**config.mk**
```make
export PLATFORM = sky130hd
export DESIGN_NAME = axi_resp_router
export DESIGN_NICKNAME = d
export VERILOG_FILES = /design/src/verilog/axi_xbar_pkg.sv /design/src/verilog/axi_resp_router.sv
export VERILOG_INCLUDE_DIRS = /design/src /design/src/verilog
export SDC_FILE = /design/constraint.sdc
export NUM_CORES = 1
export LEC_CHECK = 0
export ABC_AREA = 1
export BUFFER_PORTS_ARGS = -buffer_cell sky130_fd_sc_hd__buf_4
export CORE_AREA = 2 2 101 103
export DETAILED_ROUTE_END_ITERATION = 7
export DIE_AREA = 0 0 103 105
export PLACE_DENSITY_LB_ADDON = 0.15
export SLEW_MARGIN = 20
export SYNTH_ARGS = -nofsm -noshare
export SYNTH_HDL_FRONTEND = slang
export SYNTH_SLANG_ARGS = --single-unit
```
**constraint.sdc**
```tcl
create_clock -name clk_i -period 3.6 [get_ports clk_i]
set_input_delay 0.36 -clock clk_i [delete_from_list [all_inputs] [get_ports clk_i]]
set_output_delay 0.36 -clock clk_i [all_outputs]
set_load 0.05 [all_outputs]
```
**src/verilog/axi_xbar_params.svh**
```systemverilog
`ifndef AXI_XBAR_PARAMS_SVH
`define AXI_XBAR_PARAMS_SVH

// ******************************
// Bus widths
// ******************************
`define ADDR_WIDTH  16
`define DATA_WIDTH  32
`define STRB_WIDTH  (`DATA_WIDTH / 8)

// ******************************
// Slave population
// ******************************
`define NUM_RAM     4
`define NUM_SLV     (`NUM_RAM + 1)  // RAMs plus the control block.
`define RAM_DEPTH   64              // Words per RAM.

// Region codes come from the top nibble of the address.
`define CTRL_REGION 4'h4

// Control register selects.
`define CTRL_SEL_MASK    2'd0
`define CTRL_SEL_SCRATCH 2'd1

`endif

```
**src/verilog/axi_xbar_pkg.sv**
```systemverilog
`include "axi_xbar_params.svh"

package axi_xbar_pkg;

    // Address as seen by a RAM slave.
    typedef struct packed {
        logic [3:0] region;
        logic [3:0] unused;
        logic [5:0] word;
        logic [1:0] bytesel;
    } ram_addr_t;

    // Address as seen by the control block.
    typedef struct packed {
        logic [3:0] region;
        logic [7:0] unused;
        logic [1:0] sel;      // Register select.
        logic [1:0] bytesel;
    } ctrl_addr_t;

    typedef union packed {
        ram_addr_t  ram;
        ctrl_addr_t ctrl;
    } axi_addr_u;

    typedef struct packed {
        axi_addr_u addr;
    } aw_chan_t;            // Also carries AR.

    typedef struct packed {
        logic [`DATA_WIDTH-1:0] data;
        logic [`STRB_WIDTH-1:0] strb;
    } w_chan_t;

    typedef enum logic [1:0] {
        OKAY   = 2'b00,
        SLVERR = 2'b10,
        DECERR = 2'b11
    } resp_e;

    typedef struct packed {
        resp_e resp;
    } b_chan_t;

    typedef struct packed {
        logic [`DATA_WIDTH-1:0] data;
        resp_e                  resp;
    } r_chan_t;

    typedef enum logic [2:0] {
        TGT_RAM0,
        TGT_RAM1,
        TGT_RAM2,
        TGT_RAM3,
        TGT_CTRL,
        TGT_ERR
    } tgt_e;

endpackage

```
**src/verilog/axi_resp_router.sv**
```systemverilog
`timescale 1ns/10ps
`include "axi_xbar_params.svh"

module axi_resp_router import axi_xbar_pkg::*; (
    input  logic                          clk_i,
    input  logic                          rst,
    // Write address and data.
    input  logic                          awvalid,
    input  logic                          awready_mux,
    input  tgt_e                          aw_tgt,
    input  logic                          wvalid,
    output logic                          wready,
    output logic [`NUM_SLV-1:0]           w_tgt_valid,
    // Write response.
    output logic                          bvalid,
    input  logic                          bready,
    output b_chan_t                       b,
    input  logic [`NUM_SLV-1:0]           s_bvalid,
    input  b_chan_t [`NUM_SLV-1:0]        s_b,
    output logic [`NUM_SLV-1:0]           s_bready,
    // Read address and data.
    input  tgt_e                          ar_tgt,
    input  logic                          arvalid,
    input  logic                          arready_mux,
    output logic                          rvalid,
    input  logic                          rready,
    output r_chan_t                       r,
    input  logic [`NUM_SLV-1:0]           s_rvalid,
    input  r_chan_t [`NUM_SLV-1:0]        s_r,
    output logic [`NUM_SLV-1:0]           s_rready,
    // Address stalls back to the muxes.
    output logic                          aw_hold,
    output logic                          ar_hold
);

    tgt_e b_tgt;
    tgt_e r_tgt;
    logic aw_hs;
    logic ar_hs;

    assign aw_hs  = awvalid & awready_mux;
    assign ar_hs  = arvalid & arready_mux;
    assign wready = aw_hs;    // W rides along with AW.

    always_comb begin
        w_tgt_valid = '0;
        if (!aw_hold && aw_tgt != TGT_ERR) begin
            w_tgt_valid[aw_tgt] = wvalid;
        end
    end

    // ******************************
    // Outstanding transaction state
    // ******************************
    always_ff @(posedge clk_i) begin
        if (rst) begin
            aw_hold <= 1'b0;
            b_tgt   <= TGT_ERR;
        end else if (aw_hs) begin
            aw_hold <= 1'b1;
            b_tgt   <= aw_tgt;
        end else if (bvalid && bready) begin
            aw_hold <= 1'b0;
        end
    end

    always_ff @(posedge clk_i) begin
        if (rst) begin
            ar_hold <= 1'b0;
            r_tgt   <= TGT_ERR;
        end else if (ar_hs) begin
            ar_hold <= 1'b1;
            r_tgt   <= ar_tgt;
        end else if (rvalid && rready) begin
            ar_hold <= 1'b0;
        end
    end

    // ******************************
    // Response return
    // ******************************
    always_comb begin
        bvalid   = 1'b0;
        b.resp   = OKAY;
        s_bready = '0;
        if (aw_hold) begin
            if (b_tgt == TGT_ERR) begin
                bvalid = 1'b1;    // Decode error answered here.
                b.resp = DECERR;
            end else begin
                bvalid          = s_bvalid[b_tgt];
                b               = s_b[b_tgt];
                s_bready[b_tgt] = bready;
            end
        end
    end

    always_comb begin
        rvalid   = 1'b0;
        r        = '{data: '0, resp: OKAY};
        s_rready = '0;
        if (ar_hold) begin
            if (r_tgt == TGT_ERR) begin
                rvalid = 1'b1;
                r.resp = DECERR;  // Data stays zero.
            end else begin
                rvalid          = s_rvalid[r_tgt];
                r               = s_r[r_tgt];
                s_rready[r_tgt] = rready;
            end
        end
    end

endmodule

```
# [Yosys cells after proc, flatten, opt, wreduce, memory -nomap -nowiden]
# Index checks and enable logic that the tools add are counted.
[totals] rom_bits=0 word_cells=59 latch_bits=0 out_inout_bits=56 in_bits=205 ram_bits=0 memories=0 register_bits=8
[classes] n_addsub=0 eq_ne=3 n_shift=0 div=0 n_mul=0 n_reduce_logical=9 n_mux=32 order_cmp=6 n_bitwise=5
[ops] op="binary-select mux 34 bit (select 3 bit)" n=1
[ops] op="2-to-1 mux 34 bit" n=2
[ops] op="2-to-1 mux 32 bit" n=1
[ops] op="2-to-1 mux 5 bit" n=5
[ops] op="AND 5 bit" n=3
[ops] op="2-to-1 mux 1 bit" n=13
[ops] op="less-than comparator 3 x 4 -> 1 bit (second input constant)" n=3
[ops] op="demux 1 bit (select 3 bit)" n=3
[ops] op=">= comparator 3 x 1 -> 1 bit (second input constant)" n=3
[ops] op="2-to-1 mux 2 bit" n=4
[ops] op="binary-select mux 1 bit (select 3 bit)" n=2
[ops] op="binary-select mux 2 bit (select 3 bit)" n=1
[ops] op="== test 3 bit (second input constant)" n=2
[ops] op="logical AND 1 bit" n=6
[ops] op="nonzero test 2 bit" n=2
[ops] op="inequality test 3 bit (second input constant)" n=1
[ops] op="AND 1 bit" n=2
[ops] op="zero test 1 bit" n=1

# [Depth between registers and ports, before layout]
[logic_depth] word_depth=7 mapped_depth=8 ltp_nobuf=8

# [Worst setup path after synthesis]
# No wires, ideal clock.
[synth_path] kind="flip-flop to output port" from="register ar_hold" to="output port s_rready[1]" stages_incl_launch_ff=4 n_path_buf=1 t_required_ns=3.240 t_arrival_ns=2.508 slack_ns=0.732 path_cell_list="dfxtp_1 buf_2 inv_1 nor4_1"
[synth_via] elab_chain_len=1
[synth_lines] item="start, declared" line_no="axi_resp_router.sv:33" rtl="output logic ar_hold"
[synth_lines] item="start signal, assigned" line_no="axi_resp_router.sv:69" rtl="ar_hold <= 1'b0;"
[synth_lines] item="start signal, assigned" line_no="axi_resp_router.sv:72" rtl="ar_hold <= 1'b1;"
[synth_lines] item="start signal, assigned" line_no="axi_resp_router.sv:75" rtl="ar_hold <= 1'b0;"
[synth_lines] item="2-to-1 mux 5 bit" line_no="axi_resp_router.sv:102" rtl="if (ar_hold) begin"
[synth_lines] item="end, declared" line_no="axi_resp_router.sv:30" rtl="output logic [`NUM_SLV-1:0] s_rready,"
# Every way passes these cells.

==> impl_metrics.toml <==
[outcome]
status = "complete, no violations"

[routing]
vias = 3859
ant_nets = 0
drc = 0
dr.pass1.iters = 5
vias_per_cell = 4.67
drt_iter0_markers = 140
wl_per_cell_microns = 13.8
routed_wl_microns = 11500

[finish]
area_growth_pct = 84.7
fin_util_pct = 45.8
nets = 901
num_antenna_cells = 0
drive_gt1_share_pct = 43.8

[synthesis]
ys_seq_area_share_pct = 6.71
synth-compound-area-share_pct = 35.3
syn_area_sq_mm = 0.00239
yosys.area_share.simple_pct = 40.6
yosysWarnings = 0
synthAdderAreaFrac_pct = 0
synth_common_cells = "nor2_1, o21ai_1, nand2_1"
synth_seq_cells = 8
muxShareOfSynthArea_pct = 0
syn_area_per_cell_sq_um = 5.19
synthArstFlopShare_pct = 0
synth_edf_count = 0
synthFlopType = "dfxtp_1"
netlist.area_leader.share_pct = 19.2
ys_types = 22
yosys.area.top_type = "nor2_1"
synth_xor_area_share_pct = 0
synthCells = 460
synth_top_family_by_area = "simple AND/OR/NAND/NOR gates"
yosysMostFrequentCell = "nor2_1"
netlist_top_cells_area = "nor2_1, o211ai_2, o21ai_1"
synth.net_count = 665

[floorplan]
rows = 36
floorplan.core_area_sq_mm = 0.00964
dieHeight_microns = 105
start_util_pct = 24.8
ioPinCount = 261
die_area_sq_mm = 0.0108
die_x_microns = 103

[global_routing]
grt_max_degree = 74
grt.met2_usage_pct = 35.0
grt_use_met1_pct = 22.6
grt_antenna_before_repair = 0
grt_overflow = 0
first_global_vias = 3653
grt_usage_pct = 19.2
top_usage_layer = "met2"
use_met3_pct = 3.14
grt_first_pass_wirelength_microns = 17100

[timing]
fin_setup_tns_ps = 0
hold_slack_ps = 311
fin_ws_ps = 1060
max_freq_ghz = 0.394
worst_slew_pin_slew_ps = 913
period_minus_slack_ps = 2540
rsz0062_at_grt = "no"
hold_violations = 0
fin_skew_ps = 0.121
finalCritPeriodShare_pct = 70.5
finalSetupViolations = 0
relSlewSlack_pct = 39.1
drv_slew = 0

[clocking]
cts_setup_buffers = 0
cts.clk_slew.worst_paths_ps = 40
root_buffer = "clkbuf_8"
cts_buffers = 3
cts_resized = 0
cts_tree = "done"
clockBufferDepth = 2
cts-htree-levels = 1
clock_latency_ps = 220
cts_hold_buf = 0
cts.sinks = 8

[placement]
globalplace.congestion = 0.866
place_ws_ps = 1220
io_buffers = 260
hpwl_microns = 8800

[setup_path]
worstSetupPathType = "reg2out"
crit_path_end_kind = "output pin"
critPathRequiredTime_ps = 3240
cp_max_fo = 35
start_kind = "register"
critPathArrivalTime_ps = 2180
rr_worst_depth = 7

[pwr]
p_per_area_mw_per_mm2 = 156
leakage_nw = 2.54
peakVddDrop_mv = 0.166

[worst_hold_path]
holdPathStages = 2
hp-class = "in2reg"

[run]
max_cap_violations = 0
[through the flow]
stage               power (mW)  area (sq um)  std cells
finish                   0.689          4410        827
global route             0.741          4410        827
CTS                      0.696          4410        827
detailed placement       0.589          4370        824
global placement         0.582          4370        824
floorplan                0.355          2390        460
[cells in the final DEF (no fill, tap or decap)]
cell	count
a21oi_1	4
buf_12	1
buf_4	263
clkbuf_8	3
clkinv_2	1
dfxtp_1	7
dfxtp_2	1
inv_1	57
inv_2	4
nand2_1	60
nand3_1	42
nand3b_1	1
nand4_1	1
nor2_1	122
nor2_2	1
nor2_4	2
nor3_1	3
nor4_1	2
o211ai_1	12
o211ai_2	27
o21ai_0	17
o21ai_1	62
or2_2	1
[path summary, 6_finish.rpt]
kind / slack, ps / from / to
hold / removal: 310 / rst / aw_hold
setup reg to reg: 1720 / r_tgt[2] / ar_hold
setup / recovery: 1060 / r_tgt[1] / r[28]
hold reg to reg: 510 / b_tgt[1] / b_tgt[1]
[where the power goes]
part	total, mW	leakage [nW]	internal (mW)	switching, mW
clock network	0.105	0.0216	0.0723	0.0332
logic	0.475	2.45	0.232	0.243
registers	0.109	0.0658	0.0952	0.0136
total	0.689	2.54	0.399	0.290
[critical path, stage by stage (launching register included)]
cell and delay, ps:
dfxtp_1 440, inv_2 80, nor2_4 660, o21ai_1 230
o211ai_2 200, nand2_1 80, inv_1 60, buf_4 190
[area by class of cell]
class,count,area (sq um)
Multi-Input combinational cell,357,1810
Tap cell,133,166
Inverter,62,234
Sequential cell,8,161
Clock buffer,3,41.3
Fill cell,1083,5230
Timing Repair Buffer,264,1990
[per-layer routing]
layer  vias to the layer above  wire (microns)
met5                         -               0
met4                         0             306
met3                        24             872
met2                       152            5790
met1                      1715            4490
li1                       1968               -
[state kept, by name (all words and copies together), names as in the netlist]
name	count
aw_hold	1
r_tgt	3
ar_hold	1
b_tgt	3
[cell families (layout without fill, tap and decap cells)]
logic type             Yosys count  in the layout
AOI/OAI and AO/OA              122            122
and+or+nand+nor                235            235
DFF                              8              8
buffers and inverters           95            329
Power figures use the tool's default switching activity.
