**src/verilog/axi_xbar_params.svh**
```systemverilog
`ifndef AXI_XBAR_PARAMS_SVH
`define AXI_XBAR_PARAMS_SVH

// ******************************
// Bus widths
// ******************************
`define ADDR_WIDTH  16
`define DATA_WIDTH  32
`define STRB_WIDTH  (`DATA_WIDTH / 8)

// ******************************
// Slave population
// ******************************
`define NUM_RAM     4
`define NUM_SLV     (`NUM_RAM + 1)  // RAMs plus the control block.
`define RAM_DEPTH   64              // Words per RAM.

// Region codes come from the top nibble of the address.
`define CTRL_REGION 4'h4

// Control register selects.
`define CTRL_SEL_MASK    2'd0
`define CTRL_SEL_SCRATCH 2'd1

`endif

```
**src/verilog/axi_xbar_pkg.sv**
```systemverilog
`include "axi_xbar_params.svh"

package axi_xbar_pkg;

    // Address as seen by a RAM slave.
    typedef struct packed {
        logic [3:0] region;
        logic [3:0] unused;
        logic [5:0] word;
        logic [1:0] bytesel;
    } ram_addr_t;

    // Address as seen by the control block.
    typedef struct packed {
        logic [3:0] region;
        logic [7:0] unused;
        logic [1:0] sel;      // Register select.
        logic [1:0] bytesel;
    } ctrl_addr_t;

    typedef union packed {
        ram_addr_t  ram;
        ctrl_addr_t ctrl;
    } axi_addr_u;

    typedef struct packed {
        axi_addr_u addr;
    } aw_chan_t;            // Also carries AR.

    typedef struct packed {
        logic [`DATA_WIDTH-1:0] data;
        logic [`STRB_WIDTH-1:0] strb;
    } w_chan_t;

    typedef enum logic [1:0] {
        OKAY   = 2'b00,
        SLVERR = 2'b10,
        DECERR = 2'b11
    } resp_e;

    typedef struct packed {
        resp_e resp;
    } b_chan_t;

    typedef struct packed {
        logic [`DATA_WIDTH-1:0] data;
        resp_e                  resp;
    } r_chan_t;

    typedef enum logic [2:0] {
        TGT_RAM0,
        TGT_RAM1,
        TGT_RAM2,
        TGT_RAM3,
        TGT_CTRL,
        TGT_ERR
    } tgt_e;

endpackage

```
**src/verilog/axi_ctrl_regs.sv**
```systemverilog
`timescale 1ns/10ps
`include "axi_xbar_params.svh"

module axi_ctrl_regs import axi_xbar_pkg::*; (
    input  logic                clk_i,
    input  logic                rst,
    input  logic                awvalid,
    output logic                awready,
    input  aw_chan_t            aw,
    input  logic                wvalid,
    output logic                wready,
    input  w_chan_t             w,
    output logic                bvalid,
    input  logic                bready,
    output b_chan_t             b,
    input  logic                arvalid,
    output logic                arready,
    input  aw_chan_t            ar,
    output logic                rvalid,
    input  logic                rready,
    output r_chan_t             r,
    output logic [`NUM_RAM-1:0] we_mask
);

    logic [`DATA_WIDTH-1:0] scratch;
    logic                   wr_hs;
    logic                   rd_hs;

    assign awready = wvalid & ~bvalid;
    assign wready  = awvalid & ~bvalid;
    assign arready = ~rvalid;
    assign wr_hs   = awvalid & wvalid & ~bvalid;
    assign rd_hs   = arvalid & ~rvalid;
    assign b.resp  = OKAY;       // Every access here succeeds.

    always_ff @(posedge clk_i) begin
        if (rst) begin
            bvalid  <= 1'b0;
            rvalid  <= 1'b0;
            we_mask <= '1;       // All RAMs writable out of reset.
            scratch <= '0;
        end else begin
            if (wr_hs) begin
                bvalid <= 1'b1;
                if (aw.addr.ctrl.sel == `CTRL_SEL_MASK && w.strb[0]) begin
                    we_mask <= w.data[`NUM_RAM-1:0];
                end
                if (aw.addr.ctrl.sel == `CTRL_SEL_SCRATCH) begin
                    for (int i = 0; i < `STRB_WIDTH; i++) begin
                        if (w.strb[i]) begin
                            scratch[8*i +: 8] <= w.data[8*i +: 8];
                        end
                    end
                end
            end else if (bready) begin
                bvalid <= 1'b0;
            end
            if (rd_hs) begin
                rvalid <= 1'b1;
            end else if (rready) begin
                rvalid <= 1'b0;
            end
        end
    end

    // Read data register. Selects 2 and 3 read as zero.
    always_ff @(posedge clk_i) begin
        if (rd_hs) begin
            r.resp <= OKAY;
            case (ar.addr.ctrl.sel)
                `CTRL_SEL_MASK:    r.data <= {{(`DATA_WIDTH-`NUM_RAM){1'b0}}, we_mask};
                `CTRL_SEL_SCRATCH: r.data <= scratch;
                default:           r.data <= '0;
            endcase
        end
    end

endmodule

```
**config.mk**
```make
export PLATFORM = sky130hd
export DESIGN_NAME = axi_ctrl_regs
export DESIGN_NICKNAME = d
export VERILOG_FILES = /design/src/verilog/axi_xbar_pkg.sv /design/src/verilog/axi_ctrl_regs.sv
export VERILOG_INCLUDE_DIRS = /design/src /design/src/verilog
export SDC_FILE = /design/constraint.sdc
export NUM_CORES = 1
export LEC_CHECK = 0
export BUFFER_PORTS_ARGS = -buffer_cell sky130_fd_sc_hd__buf_2
export CORE_ASPECT_RATIO = 0.7
export CORE_MARGIN = 4
export CORE_UTILIZATION = 45
export CTS_BUF_LIST = sky130_fd_sc_hd__clkbuf_4
export DETAILED_ROUTE_END_ITERATION = 8
export PLACE_DENSITY_LB_ADDON = 0.1
export SLEW_MARGIN = 20
export SYNTH_ARGS = -nofsm -noshare
export SYNTH_HDL_FRONTEND = slang
export SYNTH_SLANG_ARGS = --single-unit
```
**constraint.sdc**
```tcl
create_clock -name clk_i -period 2.76 [get_ports clk_i]
set_input_delay 0.138 -clock clk_i [delete_from_list [all_inputs] [get_ports clk_i]]
set_output_delay 0.138 -clock clk_i [all_outputs]
set_load 0.1 [all_outputs]
```
=== Word level (Yosys, flattened, before mapping) ===
Cells that the tools add are included.

* Register bits: 70
* Input bits: 75
* Output and inout port bits: 45

* Mux-type cells: 5
* Reductions and logical operators: 10
* Bitwise operators: 7
* Eq/ne operators: 2

{| class="wikitable"
|+ Operator list
! kind !! count
|-
| one-hot mux 32 bit (2 select lines) || 1
|-
| AND reduction 3 bit || 4
|-
| bitwise AND 1 bit || 5
|-
| == test 2 x 1 -> 1 bit, second input constant || 2
|-
| logical NOT 2 bit || 2
|-
| 2-to-1 mux 1 bit || 4
|-
| nonzero test 2 bit || 2
|-
| NOT 1 bit || 2
|-
| AND reduction 2 bit || 1
|-
| logical AND 1 bit || 1
|}

=== Logic depth before layout (Yosys ltp) ===
* Depth after elaboration: 3
* Gate-level depth with buffers: 5

=== Worst setup path before layout ===
No wires, ideal clock.

* Path kind: register to register
* Start point: reg rvalid
* End point: reg r[10] (netlist name) (enable)
* Path buffers: 0
* Arrival: 2.264 ns
* Slack: 0.072 ns
* Period minus slack after synthesis: 2.688 ns
* Setup time: 0.424 ns
* Cell stages (with the launch flop): 2
* Path through: dfxtp_1 -> nor2b_1

* Longest elaborated chain between the ends: 2

{| class="wikitable"
|+ Ends and longest elaborated chain
! element !! RTL line !! RTL
|-
| start: declaration || axi_ctrl_regs.sv:19 || <nowiki>output logic rvalid,</nowiki>
|-
| start signal: assignment || axi_ctrl_regs.sv:39 || <nowiki>rvalid <= 1'b0;</nowiki>
|-
| start signal: assignment || axi_ctrl_regs.sv:59 || <nowiki>rvalid <= 1'b1;</nowiki>
|-
| start signal: assignment || axi_ctrl_regs.sv:61 || <nowiki>rvalid <= 1'b0;</nowiki>
|-
| NOT 1 bit || axi_ctrl_regs.sv:33 || <nowiki>assign rd_hs = arvalid & ~rvalid;</nowiki>
|-
| bitwise AND 1 bit || axi_ctrl_regs.sv:33 ||
|-
| via rd_hs || axi_ctrl_regs.sv:27 || <nowiki>logic rd_hs;</nowiki>
|-
| end: declaration || axi_ctrl_regs.sv:21 || <nowiki>output r_chan_t r,</nowiki>
|}

The timed path passes the listed nets, and every way through them passes these cells.
A chain may end at the register's enable or synchronous reset.

=== Worst setup path after layout ===
* Start point: reg bvalid
* End point: reg scratch[25]

* Longest elaborated chain between the ends: 3

{| class="wikitable"
|+ Ends and longest elaborated chain
! element !! RTL line !! RTL
|-
| start: declaration || axi_ctrl_regs.sv:13 || <nowiki>output logic bvalid,</nowiki>
|-
| start signal: assignment || axi_ctrl_regs.sv:38 || <nowiki>bvalid <= 1'b0;</nowiki>
|-
| start signal: assignment || axi_ctrl_regs.sv:44 || <nowiki>bvalid <= 1'b1;</nowiki>
|-
| start signal: assignment || axi_ctrl_regs.sv:56 || <nowiki>bvalid <= 1'b0;</nowiki>
|-
| NOT 1 bit || axi_ctrl_regs.sv:32 || <nowiki>assign wr_hs = awvalid & wvalid & ~bvalid;</nowiki>
|-
| bitwise AND 1 bit || axi_ctrl_regs.sv:32 ||
|-
| AND reduction 3 bit (no line) || - ||
|-
| end signal: indexed assignment || axi_ctrl_regs.sv:51 || <nowiki>scratch[8*i +: 8] <= w.data[8*i +: 8];</nowiki>
|-
| end: declaration || axi_ctrl_regs.sv:25 || <nowiki>logic [`DATA_WIDTH-1:0] scratch;</nowiki>
|}

No other way between the ends.

==> reports/results.tsv <==
stage	metric	value	unit
hold_path	holdCritStartpoint	bready	
clocking	h-tree-depth	3	
die	initial_core_util	47.43	%
setup_path	reg2reg_from	bvalid	
routing	wl_met1	2814	um
die	io_pins	120	
synth	synth.distinct_cells	21	
synth	yosys_most_used_dff	dfxtp_1	
setup_path	reg2reg_slack	1080	ps
sta	fin_crit_sh	61.03	%
routing	vias	2084	
clocking	cts_buffer_depth	2	
routing	drt-initial-drc-count	77	
clocking	cts_sinks	70	
grt	grt_pass1_wl	10590	um
routing	firstDrtPassIters	4	
cells_and_area	drive_gt1_share	30.05	%
hold_path	hold_end	bvalid	
sta	slew_headroom	34.69	%
synth	yosys_warnings	0	
sta	setup_ws	1076	ps
routing	wl_met2	2909	um
sta	finalClockSkew	11.08	ps
synth	ys_seq_area_share	57.02	%
grt	antenna_found_initial	0	
sta	setup_viol	0	
place	io_buffer_count	87	
sta	tightest_slew	979.6	ps
setup_path	critical_path_class	flop to flop	
power	power_density	532.8	nW/um^2
sta	fin_setup_tns	0	ps
die	dieArea	8105	um^2
synth	yosysMostFrequentCell	nand2b_1	
power	comb_power_share	21.2	%
setup_path	worst-r2r-cell-count	3	
synth	synth_top_area_share	31.83	%
place	pre_cts_slack	1083	ps
sta	period_minus_slack	1684	ps
grt	track_usage	16.56	%
power	switching_share	32.70	%
routing	wl	6184	um
hold_path	hold_path.class	primary input to flop	
sta	maxSlewViolCount	0	
job	cap_violations	0	
power	p_seq_share	53.7	%
routing	route.top_layer_used	met4	
setup_path	critPathArrivalTime	2020	ps
power	ir_worst_vdd	0.0003169	V
die	row_count	24	
grt	grt_start_max_net_pins	75	
synth	synthArstFlopShare	0	%
die	dieWidth	105.9	um
sta	rsz0062_at_grt	false	
sta	hold_viol	0	
cells_and_area	area_growth	30.92	%
synth	yosys-top-cells-area	edfxtp_1, dfxtp_1, mux2i_1	
power	power.leakage	1.596	nW
power	p_clk_share	25.1	%
routing	wl_per_cell	13.24	um
die	core_region_area	6366	um^2
synth	synth_seq_cells	70	
grt	globalRouteOverflowTotal	0	
setup_path	reg2reg_to	scratch[25]	
run_status	outcome	finished clean	
setup_path	cp-start-kind	flop	
cells_and_area	insertedDiodeCount	0	
synth	syn_area_per_cell	11.98	um^2
clocking	clk_latency	410	ps
synth	yosysTopAreaCell	edfxtp_1	
setup_path	crit_fanout	8	
clocking	numCtsBuffers	9	
synth	syn_inst	252	
die	die-height	76.53	um
power	p_sw	0.6887	mW
setup_path	worstPathRequired	3100	ps
clocking	clock-root-buffer	clkbuf_4	
grt	first_global_vias	2158	
place	gp_congestion	0.6984	
synth	synth-edff-count	32	
place	dpl.hpwl	3860	um
clocking	cts_tree	built	
routing	ant_nets	0	
setup_path	cp-end-kind	flop	
synth	syn-cell-area	3019	um^2
sta	max_freq	593.7	MHz
routing	wl_met3	370	um
clocking	clk_pin_slew_worst_paths	110	ps
hold_path	worstHoldPathCells	4	
routing	viasPerCell	4.463	
synth	synthTopCellsByCount	nand2b_1, mux2i_1, dfxtp_1	
cells_and_area	final_nets	446	
routing	drc	0	
power	p_int	1.417	mW
[how the worst max path moves through the flow]
stage	startpoint	endpoint	cells after the start
detailed placement	bvalid	scratch[28]	3
floorplan	rvalid	r[10]	1
finish	bvalid	scratch[25]	3
global placement	bvalid	scratch[30]	3
CTS	bvalid	scratch[31]	3
global route	bvalid	scratch[29]	3
[flip-flops by register name (all words and copies together), names as in the netlist]
signal and cells:
r 32, scratch 32, we_mask 4, bvalid 1, rvalid 1
[cell usage in the layout, fill, tap and decap left out, drive strengths merged]
| cell type | instances |
|---|---|
| nand4b | 1 |
| nor2b | 3 |
| edfxtp | 32 |
| a21oi | 1 |
| dfxtp | 38 |
| mux2i | 40 |
| and2b | 1 |
| conb | 4 |
| nor2 | 16 |
| a211oi | 1 |
| nor4b | 1 |
| nand2b | 65 |
| and2 | 28 |
| nor3b | 3 |
| dlygate4sd3 | 34 |
| clkbuf | 10 |
| inv | 2 |
| buf | 90 |
| clkinvlp | 1 |
| clkinv | 5 |
[area by class of cell]
class / instances / area, um^2
clock buffer: 10 / 75.07
tap: 91 / 113.9
sequential: 70 / 1722
clock inverter: 6 / 30.03
multi-input combinational: 164 / 1206
fill: 555 / 2414
timing repair buffer: 124 / 798.3
inverter: 2 / 7.507
[logic make-up after synthesis]
kind of cell	count (synthesis)	synth area share [%]
other	1	0.1242
DFF	70	57.02
AOI/OAI and AO/OA	2	0.4144
muxes	40	13.26
buffers and inverters	21	3.730
and+or+nand+nor	118	25.45
[layer usage]
| layer | vias up | GRT usage, % |
|---|---|---|
| met1 | 949 | 20.87 |
| met2 | 63 | 26.84 |
| met4 | 0 | 5.563 |
| met5 | - | 0 |
| li1 | 1062 | - |
| met3 | 10 | 5.419 |
[timing repair]
action	4_1_cts	5_1_grt
hold buffers	34	0
hold endpoints to repair	35	0
resized for setup	0	0
setup endpoints to repair	0	0
buffers inserted	0	0
[through the flow]
stage	hold slack [ps]	instance area, um^2	instances	utilization, %	power, mW
4_1_cts	6.841	3953	467	62.09	2.136
5_1_grt	41.93	3953	467	62.09	2.214
6_report	24.12	3953	467	62.09	2.106
3_5_place_dp	329.0	3507	417	55.09	1.566
2_1_floorplan	237.0	3030	255	-	1.485
3_3_place_gp	325.0	3507	417	55.09	1.565
[worst max-delay path, stage by stage (launching register included)]
cell and delay (ps):
dfxtp_1 360, nand4b_4 230, nor3b_2 760, mux2i_1 260
[power by group through the flow]
stage | clock, mW | combinational (mW) | sequential, mW
floorplan | 0 | 0.133 | 1.35
global placement | 0 | 0.412 | 1.15
CTS | 0.555 | 0.451 | 1.13
global route | 0.609 | 0.471 | 1.13
finish | 0.529 | 0.447 | 1.13
detailed placement | 0 | 0.413 | 1.15
No activity file was read; power rests on OpenSTA's default activity.
