File: src/verilog/axi_xbar_params.svh
`ifndef AXI_XBAR_PARAMS_SVH
`define AXI_XBAR_PARAMS_SVH

// ******************************
// Bus widths
// ******************************
`define ADDR_WIDTH  16
`define DATA_WIDTH  32
`define STRB_WIDTH  (`DATA_WIDTH / 8)

// ******************************
// Slave population
// ******************************
`define NUM_RAM     4
`define NUM_SLV     (`NUM_RAM + 1)  // RAMs plus the control block.
`define RAM_DEPTH   64              // Words per RAM.

// Region codes come from the top nibble of the address.
`define CTRL_REGION 4'h4

// Control register selects.
`define CTRL_SEL_MASK    2'd0
`define CTRL_SEL_SCRATCH 2'd1

`endif

File: src/verilog/axi_xbar_pkg.sv
`include "axi_xbar_params.svh"

package axi_xbar_pkg;

    // Address as seen by a RAM slave.
    typedef struct packed {
        logic [3:0] region;
        logic [3:0] unused;
        logic [5:0] word;
        logic [1:0] bytesel;
    } ram_addr_t;

    // Address as seen by the control block.
    typedef struct packed {
        logic [3:0] region;
        logic [7:0] unused;
        logic [1:0] sel;      // Register select.
        logic [1:0] bytesel;
    } ctrl_addr_t;

    typedef union packed {
        ram_addr_t  ram;
        ctrl_addr_t ctrl;
    } axi_addr_u;

    typedef struct packed {
        axi_addr_u addr;
    } aw_chan_t;            // Also carries AR.

    typedef struct packed {
        logic [`DATA_WIDTH-1:0] data;
        logic [`STRB_WIDTH-1:0] strb;
    } w_chan_t;

    typedef enum logic [1:0] {
        OKAY   = 2'b00,
        SLVERR = 2'b10,
        DECERR = 2'b11
    } resp_e;

    typedef struct packed {
        resp_e resp;
    } b_chan_t;

    typedef struct packed {
        logic [`DATA_WIDTH-1:0] data;
        resp_e                  resp;
    } r_chan_t;

    typedef enum logic [2:0] {
        TGT_RAM0,
        TGT_RAM1,
        TGT_RAM2,
        TGT_RAM3,
        TGT_CTRL,
        TGT_ERR
    } tgt_e;

endpackage

File: src/verilog/axi_slave_mux_a.sv
`timescale 1ns/10ps
`include "axi_xbar_params.svh"

module axi_slave_mux_a import axi_xbar_pkg::*; (
    input  logic                avalid,
    output logic                aready,
    input  axi_addr_u           addr,
    input  logic                hold,
    output logic [`NUM_SLV-1:0] tgt_valid,
    input  logic [`NUM_SLV-1:0] tgt_ready,
    output tgt_e                tgt
);

    // ******************************
    // Region decode
    // ******************************
    always_comb begin
        case (addr.ram.region)
            4'h0: begin
                tgt = TGT_RAM0;
            end
            4'h1: begin
                tgt = TGT_RAM1;
            end
            4'h2: begin
                tgt = TGT_RAM2;
            end
            4'h3: begin
                tgt = TGT_RAM3;
            end
            `CTRL_REGION: begin
                tgt = TGT_CTRL;
            end
            default: begin
                tgt = TGT_ERR;    // Unmapped regions go to the router.
            end
        endcase
    end

    // ******************************
    // Valid fan-out, ready select
    // ******************************
    always_comb begin
        tgt_valid = '0;
        aready    = 1'b0;
        if (!hold) begin
            if (tgt == TGT_ERR) begin
                // Error target takes the address at once.
                aready = avalid;
            end else begin
                tgt_valid[tgt] = avalid;
                aready         = avalid & tgt_ready[tgt];
            end
        end
    end

endmodule

File: config.mk
export PLATFORM = sky130hd
export DESIGN_NAME = axi_slave_mux_a
export DESIGN_NICKNAME = d
export VERILOG_FILES = /design/src/verilog/axi_xbar_pkg.sv /design/src/verilog/axi_slave_mux_a.sv
export VERILOG_INCLUDE_DIRS = /design/src /design/src/verilog
export SDC_FILE = /design/constraint.sdc
export NUM_CORES = 1
export LEC_CHECK = 0
export ABC_AREA = 0
export BUFFER_PORTS_ARGS = -buffer_cell sky130_fd_sc_hd__buf_2
export CORE_AREA = 2 2 39 41
export DETAILED_ROUTE_END_ITERATION = 8
export DIE_AREA = 0 0 41 43
export GPL_TIMING_DRIVEN = 0
export RECOVER_POWER = 50
export SKIP_LAST_GASP = 1
export SLEW_MARGIN = 20
export SYNTH_ARGS = -nofsm -noshare
export SYNTH_HDL_FRONTEND = slang
export SYNTH_SLANG_ARGS = --single-unit
File: constraint.sdc
create_clock -name vclk -period 1.15
set_clock_uncertainty 0.1 [all_clocks]
set_input_delay 0.0575 -clock vclk [all_inputs]
set_output_delay 0.0575 -clock vclk [all_outputs]
set_load 0.01 [all_outputs]
Word-level counts from Yosys, hierarchy flattened. Index checks and enable logic that the tools add are counted. Widths: inputs -> output; s select.

Add/sub/neg operators: 0. Multipliers: 0. Divide/modulo/power cells: 0. Order comparisons: 2. Equal/unequal tests: 5. Shifts and indexed selects: 0. Muxes and demuxes: 9. Bitwise gates (word level): 2. Reduce and logical (&&, ||, !) cells: 2.

Operators by type and width (number): $pmux 3 s5 (1); $mux 5 (2); $eq 4x2->1 const B (2); $and 5x5->5 (1); $eq 4x1->1 const B (1); $eq 4x3->1 const B (1); $logic_not 4->1 (1); $lt 3x4->1 const B (1); $mux 1 (4); $bmux 1 s3 (1); $demux 1 s3 (1); $eq 3x3->1 const B (1); $ge 3x1->1 const B (1); $and 1x1->1 (1); $logic_and 1x1->1 (1).

Bits in registers: 0. Bits in latches: 0. Bits in writable memories: 0. Bits in read-only memories: 0. Memories: 0.

Depth between registers and ports, before layout. Gate-level depths: netlist of the first run.

Word-level depth: 9. Depth in mapped cells: 5. Gate-level depth less buffers: 4.

Least setup slack after synthesis of the first run. OpenSTA, ideal clock, no wires.

Path type: input to output. Start: input addr[13] in the netlist's numbering. End: output tgt_valid[2]. Arrival: 0.821 ns. Data required time: 0.993 ns. Path slack: 0.171 ns. Stages: 4. Buffers on the path: 1. Cell sequence: buf_2 inv_1 or3_4 nor2_1.

Longest elaborated chain between the ends: 9. Elaborated cells between the ends (all ways): 15.

RTL lines: start: declaration (line axi_slave_mux_a.sv:7) `input axi_addr_u addr,`; $eq 4x3->1, or another cell as far along (line axi_slave_mux_a.sv:18) `case (addr.ram.region)`; $pmux 3 s5 (*) (line axi_slave_mux_a.sv:18); $lt 3x4->1 (not written as such) / $ge 3x1->1 (equally long branches) (line axi_slave_mux_a.sv:51) `tgt_valid[tgt] = avalid;`; $logic_and 1x1->1 (not written as such) (line axi_slave_mux_a.sv:51); $mux 1 (not written as such) (line axi_slave_mux_a.sv:51); $demux 1 s3 (line axi_slave_mux_a.sv:51); $and 5x5->5 (no source line); $mux 5 (*) (line axi_slave_mux_a.sv:47) `if (tgt == TGT_ERR) begin`; $mux 5 (*) (line axi_slave_mux_a.sv:46) `if (!hold) begin`; end: declaration (line axi_slave_mux_a.sv:9) `` output logic [`NUM_SLV-1:0] tgt_valid, ``.

Mark *: on every way between the ends. The rest lies on a longest branch, timed or not.

Worst setup path in the final report of the first run.
Start: input addr[15] in the netlist's numbering. End: output tgt_valid[3].

The elaborated chain is that of the path after synthesis.

==> impl_metrics.tcl, run 1 <==
set metrics [dict create \
    powerDensity_nw_per_um2 282 \
    synthesis.nets 49 \
    dpl_cell_area_um2 268 \
    fin_util_pct 20.7 \
    critPathMaxFanout 6 \
    intPower_uw 38.3 \
    power_uw 80.9 \
    synth_top_family_by_area "simple AND/OR/NAND/NOR gates" \
    worst_slew_pin_slew_ns 0.260 \
    io_buffers 19 \
    wl_per_cell_um 9.05 \
    irDropWorstVdd_uv 83.2 \
    drv_slew 0 \
    rsz0062_at_grt "true" \
    seq_area_um2 0 \
    synth_adder_area_share_pct 0 \
    synth_compound_area_share_pct 27.9 \
    area_growth_pct 87.7 \
    drive_above_1_share_pct 58.7 \
    synthSimpleGateAreaFrac_pct 57.4 \
    crit_path_start_kind "input port" \
    wl_um 561 \
    use_met3_pct 0 \
    antenna_found_initial 0 \
    syn-instance-count 26 \
    vias 260 \
    grt_usage_pct 5.79 \
    gp_congestion 0.708 \
    min_path_type "input port to output pin" \
    post-route-cell-area_um2 287 \
    avgSynthCellArea_um2 5.87 \
    dieArea_um2 1760 \
    setup_tns_ns 0 \
    coreArea_um2 1380 \
    max_freq_mhz 891 \
    die_y_um 43 \
    endpoint "tgt_valid[3]" \
    leakage_uw 0.000156 \
    drv_cap 0 \
    synth_cell_types 19 \
    endpoint_kind "output pin" \
    overflow 0 \
    placed_cells 61 \
    worstSetupPathType "input port to output pin" \
    met1_usage_pct 9.81 \
    multi_input_area_um2 145 \
    clockPowerShare_pct 0 \
    hold_viol 0 \
    fin_nets 71 \
    antennaDiodeCount 0 \
    nFlopsAndLatches 0 \
    synth-xor-area-share_pct 0 \
    setup_viol 0 \
    start_util_pct 11.0 \
    yosysSeqAreaShare_pct 0 \
    required_ns 0.99 \
    critPathArrivalTime_ns 0.97 \
    die_w_um 41 \
    yosysWarnings 0 \
    layout_common_cells "buf_2, nor2_1, nand2_1, nor4_1" \
    grt_most_used_layer "met1" \
    grt_pass1_vias 190 \
    synth_mux_area_share_pct 6.56 \
    grt_max_degree 8 \
    combPwrFrac_pct 100.0 \
    layout_min_cycle_time_ns 1.12 \
    p_sw_uw 42.6 \
    max-slew-margin-rel_pct 82.4 \
    finalNonFillerCells 62 \
    postCtsHoldBufs 0 \
    seqPwrFrac_pct 0 \
    grt_util_met2_pct 8.44 \
    postRouteAntennaNets 0 \
    routed_via_density 4.19 \
    drc 0 \
    dr.pass1.iters 1 \
    grt_pass1_wl_um 793 \
    status "finished, final reports clean" \
    io_pins 32 \
    rows 14 \
    p_sw_share_pct 52.7 \
    critical_path.startpoint "addr[15]" \
    fillers 160 \
    syn_area_um2 153 \
    drtIter0Drc 0 \
    nClkBuffers 0 \
    fin_crit_sh_pct 97.6 \
    final_common_cell "buf_2" \
]
## worst min path at each step
| stage | from | to | slack, ns | cells past startpoint |
|---|---|---|---|---|
| 4_1_cts | addr[12] | tgt_valid[0] | 0.35 | 3 |
| 3_3_place_gp | addr[12] | tgt_valid[0] | 0.35 | 3 |
| 6_report | addr[13] | tgt_valid[0] | 0.29 | 3 |
| 3_5_place_dp | addr[12] | tgt_valid[0] | 0.35 | 3 |
| 5_1_grt | addr[13] | tgt_valid[0] | 0.31 | 3 |
| 2_1_floorplan | addr[12] | tgt_valid[0] | 0.07 | 1 |
## area by class of cell
class              instances  area share, %
plain buffers              1           3.93
multi-input cells         23           50.7
well taps                 16           6.99
inverters                  2           2.62
repair buffers            20           35.8
## through the flow
step | setup WS [ns] | hold WS (ns)
6_report | 0.0271 | 0.292
3_5_place_dp | -0.00723 | 0.348
3_3_place_gp | -0.000980 | 0.350
4_1_cts | 0.0164 | 0.347
5_1_grt | -0.0248 | 0.311
2_1_floorplan | 0.171 | 0.0679
## power by group through the flow
stage	registers (uW)	logic (uW)	clock network (uW)
finish	0	80.9	0
floorplan	0	36.9	0
global route	0	90.7	0
detailed placement	0	73.6	0
global placement	0	72.6	0
CTS	0	76.4	0
## synth_stat cells (all sizes together)
cell type,number,area (um2)
o41ai,1,8.76
or3,1,11.3
nor2,5,21.3
mux2i,1,10.0
a31oi,1,6.26
buf,1,5.00
nor4,2,12.5
nand2,4,15.0
a21oi,2,13.8
nand2b,1,6.26
nand3b,1,7.51
a21o,1,8.76
o21ai,1,5.00
and3,2,13.8
inv,2,7.50
## kinds of logic (layout without fill, tap and decap cells)
logic type	Yosys count	in the layout
AND/OR/NAND/NOR	16	16
AO/OA/AOI/OAI	6	6
multiplexers	1	1
buffers and inverters	3	23
## critical path: stages
cell     delay [ns]
buf_2          0.14
nor2_4         0.12
inv_2          0.04
or3_4          0.36
a21oi_2        0.10
buf_2          0.13
## per-layer routing
metal | part of all wire (%) | vias up
met5 | 0 | -
met2 | 44 | 14
li1 | - | 135
met3 | 8.2 | 0
met4 | 0 | 0
met1 | 47 | 111
## what timing repair did
| action | in CTS | in global routing |
|---|---|---|
| setup endpoints to repair | 1 | 3 |
| setup buffers | 1 | 0 |
| hold endpoints to repair | 0 | 0 |
| gates resized for setup | 0 | 4 |
| pin swaps | 1 | 3 |
Note: power is estimated with default switching activity, not from simulation.
==> run 2, diff against run 1 <==
--- a/config.mk
+++ b/config.mk
@@ -6,13 +6,13 @@
 export SDC_FILE = /design/constraint.sdc
 export NUM_CORES = 1
 export LEC_CHECK = 0
-export ABC_AREA = 0
+export ABC_AREA = 1
 export BUFFER_PORTS_ARGS = -buffer_cell sky130_fd_sc_hd__buf_2
 export CORE_AREA = 2 2 39 41
 export DETAILED_ROUTE_END_ITERATION = 8
 export DIE_AREA = 0 0 41 43
 export GPL_TIMING_DRIVEN = 0
-export RECOVER_POWER = 50
+export RECOVER_POWER = 100
 export SKIP_LAST_GASP = 1
 export SLEW_MARGIN = 20
 export SYNTH_ARGS = -nofsm -noshare
==> run 2 against run 1 <==
Core utilization shrank 0.54 points. Synthesized cell count grew 31%. Combinational power shrank 5.3%. Wire length shrank 5.9%. Sequential share of layout area is the same. Via count grew 6.9%. Largest cell class unchanged.
==> impl_metrics.tcl, run 2 <==
set metrics [dict create \
    status "finished, final reports clean" \
    synth_commonest_cells "inv_1, nand2_1, nand3_1, nand2_2, nor2_1" \
    yosysSeqAreaShare_pct 0 \
    fin_crit_sh_pct 90.1 \
    powerDensity_nw_per_um2 275 \
    setup_tns_ns 0 \
    hold_ws_ns 0.298 \
    die_w_um 41 \
    setup_viol 0 \
    antenna_found_initial 0 \
    cts_setup_buffers 0 \
    rsz0062_at_grt "false" \
    area_growth_pct 72.9 \
    final_common_cell "buf_2" \
    critPathArrivalTime_ns 0.88 \
    avgSynthCellArea_um2 4.75 \
    dieArea_um2 1760 \
    overflow 0 \
    io_buffers 20 \
    gp_congestion 0.715 \
    worst_slew_pin_slew_ns 0.233 \
    dr.pass1.iters 1 \
    synth_cell_types 11 \
    drive_above_1_share_pct 35.2 \
    wl_per_cell_um 7.54 \
    drv_slew 0 \
    start_util_pct 11.7 \
    dp_hpwl_um 476 \
    max-slew-margin-rel_pct 84.3 \
    grt_max_degree 8 \
    drtIter0Drc 0 \
    nFlopsAndLatches 0 \
    die_y_um 43 \
    yosysMostFrequentCell "inv_1" \
    drv_cap 0 \
    fin_nets 79 \
    nClkBuffers 0 \
    yosysWarnings 0 \
    coreArea_um2 1380 \
    finalNonFillerCells 70 \
    max_freq_mhz 966 \
    worstSetupPathType "input port to output pin" \
    timing.critical_path.cells "clkbuf_2 -> nor2_1 -> nand2_2 -> o21ai_1 -> nand3_1 -> nand2_1 -> inv_1 -> buf_2" \
    layout_min_cycle_time_ns 1.04 \
    grt_pass1_vias 217 \
    synth_top_cell_by_area "inv_1" \
    required_ns 0.99 \
    max_stage_delay_ns 0.16 \
    syn_area_um2 161 \
    antennaDiodeCount 0 \
    placed_cells 70 \
    io_pins 32 \
    synthesis.nets 57 \
    seq_area_um2 0 \
    rows 14 \
    critical_path.startpoint "addr[15]" \
    crit_path_start_kind "input port" \
    grt_pass1_wl_um 800 \
    endpoint_kind "output pin" \
    vias 278 \
    cts-resized-gates 0 \
    routed_via_density 3.97 \
    postRouteAntennaNets 0 \
    grt_usage_pct 5.89 \
    synth_top_area_share_pct 23.3 \
    min_path_type "input port to output pin" \
    layout_common_cells "buf_2, inv_1, nand2_1, clkbuf_1, nand3_1" \
    critPathMaxFanout 5 \
    irDropWorstVdd_uv 59.1 \
    wl_um 528 \
    endpoint "aready" \
    drc 0 \
    syn-instance-count 34 \
    synth.top_cells.by_area "inv_1, nand2_1, nand3_1" \
    cp_slowest_cell "nor2_1" \
    hold_viol 0 \
    postCtsHoldBufs 0 \
    leakage_uw 0.000161 \
]
-- run 2: changes by cell type after synthesis, sizes merged, moves of 2 or more --
| cell | change |
|---|---|
| nand2 | +5 |
| inv | +8 |
| nor3 | +2 |
| a21oi | -2 |
| nand3 | +5 |
| and3 | -2 |
-- run 2: stage by stage --
step	utilization (%)	instance area [um2]	power (uW)	setup slack (ns)
after detailed placement	20.3	282	76.1	0.0763
after global placement	20.3	282	75.0	0.0936
after CTS	20.3	282	76.3	0.0747
final	20.2	279	76.6	0.114
after floorplan	-	161	37.8	0.343
after global routing	20.2	279	86.8	0.0225
-- run 2: critical path, delay by kind of cell --
family          cells  cell delay (ns)
compound gates      1             0.12
simple gates        4             0.41
buf+inv             3             0.28
-- run 2: worst min path at each step --
stage,startpoint,end,slack (ns),cells past startpoint
2_1_floorplan,addr[15],tgt_valid[0],0.07,1
4_1_cts,addr[12],tgt_valid[0],0.31,3
3_3_place_gp,addr[12],tgt_valid[0],0.30,3
6_report,addr[12],tgt_valid[0],0.30,3
3_5_place_dp,addr[12],tgt_valid[0],0.30,3
5_1_grt,addr[12],tgt_valid[0],0.32,3
-- run 2: area by class of cell --
class                      count  area (um2)
timing repair buffer          20        92.6
tap                           16        20.0
inverter                      10        37.5
multi-input combinational     24         129
fill                         170        1100
-- run 2: report_power, final --
| part | switching [uW] | leakage, uW | internal, uW |
|---|---|---|---|
| clock | 0 | 0 | 0 |
| sequential | 0 | 0 | 0 |
| combinational | 44.7 | 0.000161 | 32.0 |
-- run 2: logic make-up after synthesis --
family / Yosys count / synth area share [%]
compound gates: 1 / 3.10
buf+inv: 10 / 23.3
simple gates: 23 / 73.6
-- run 2: metal layers --
layer	track usage [%]	share of wire, %
met2	8.75	39
met4	0	0
met1	9.81	51
met5	0	0
met3	0	10
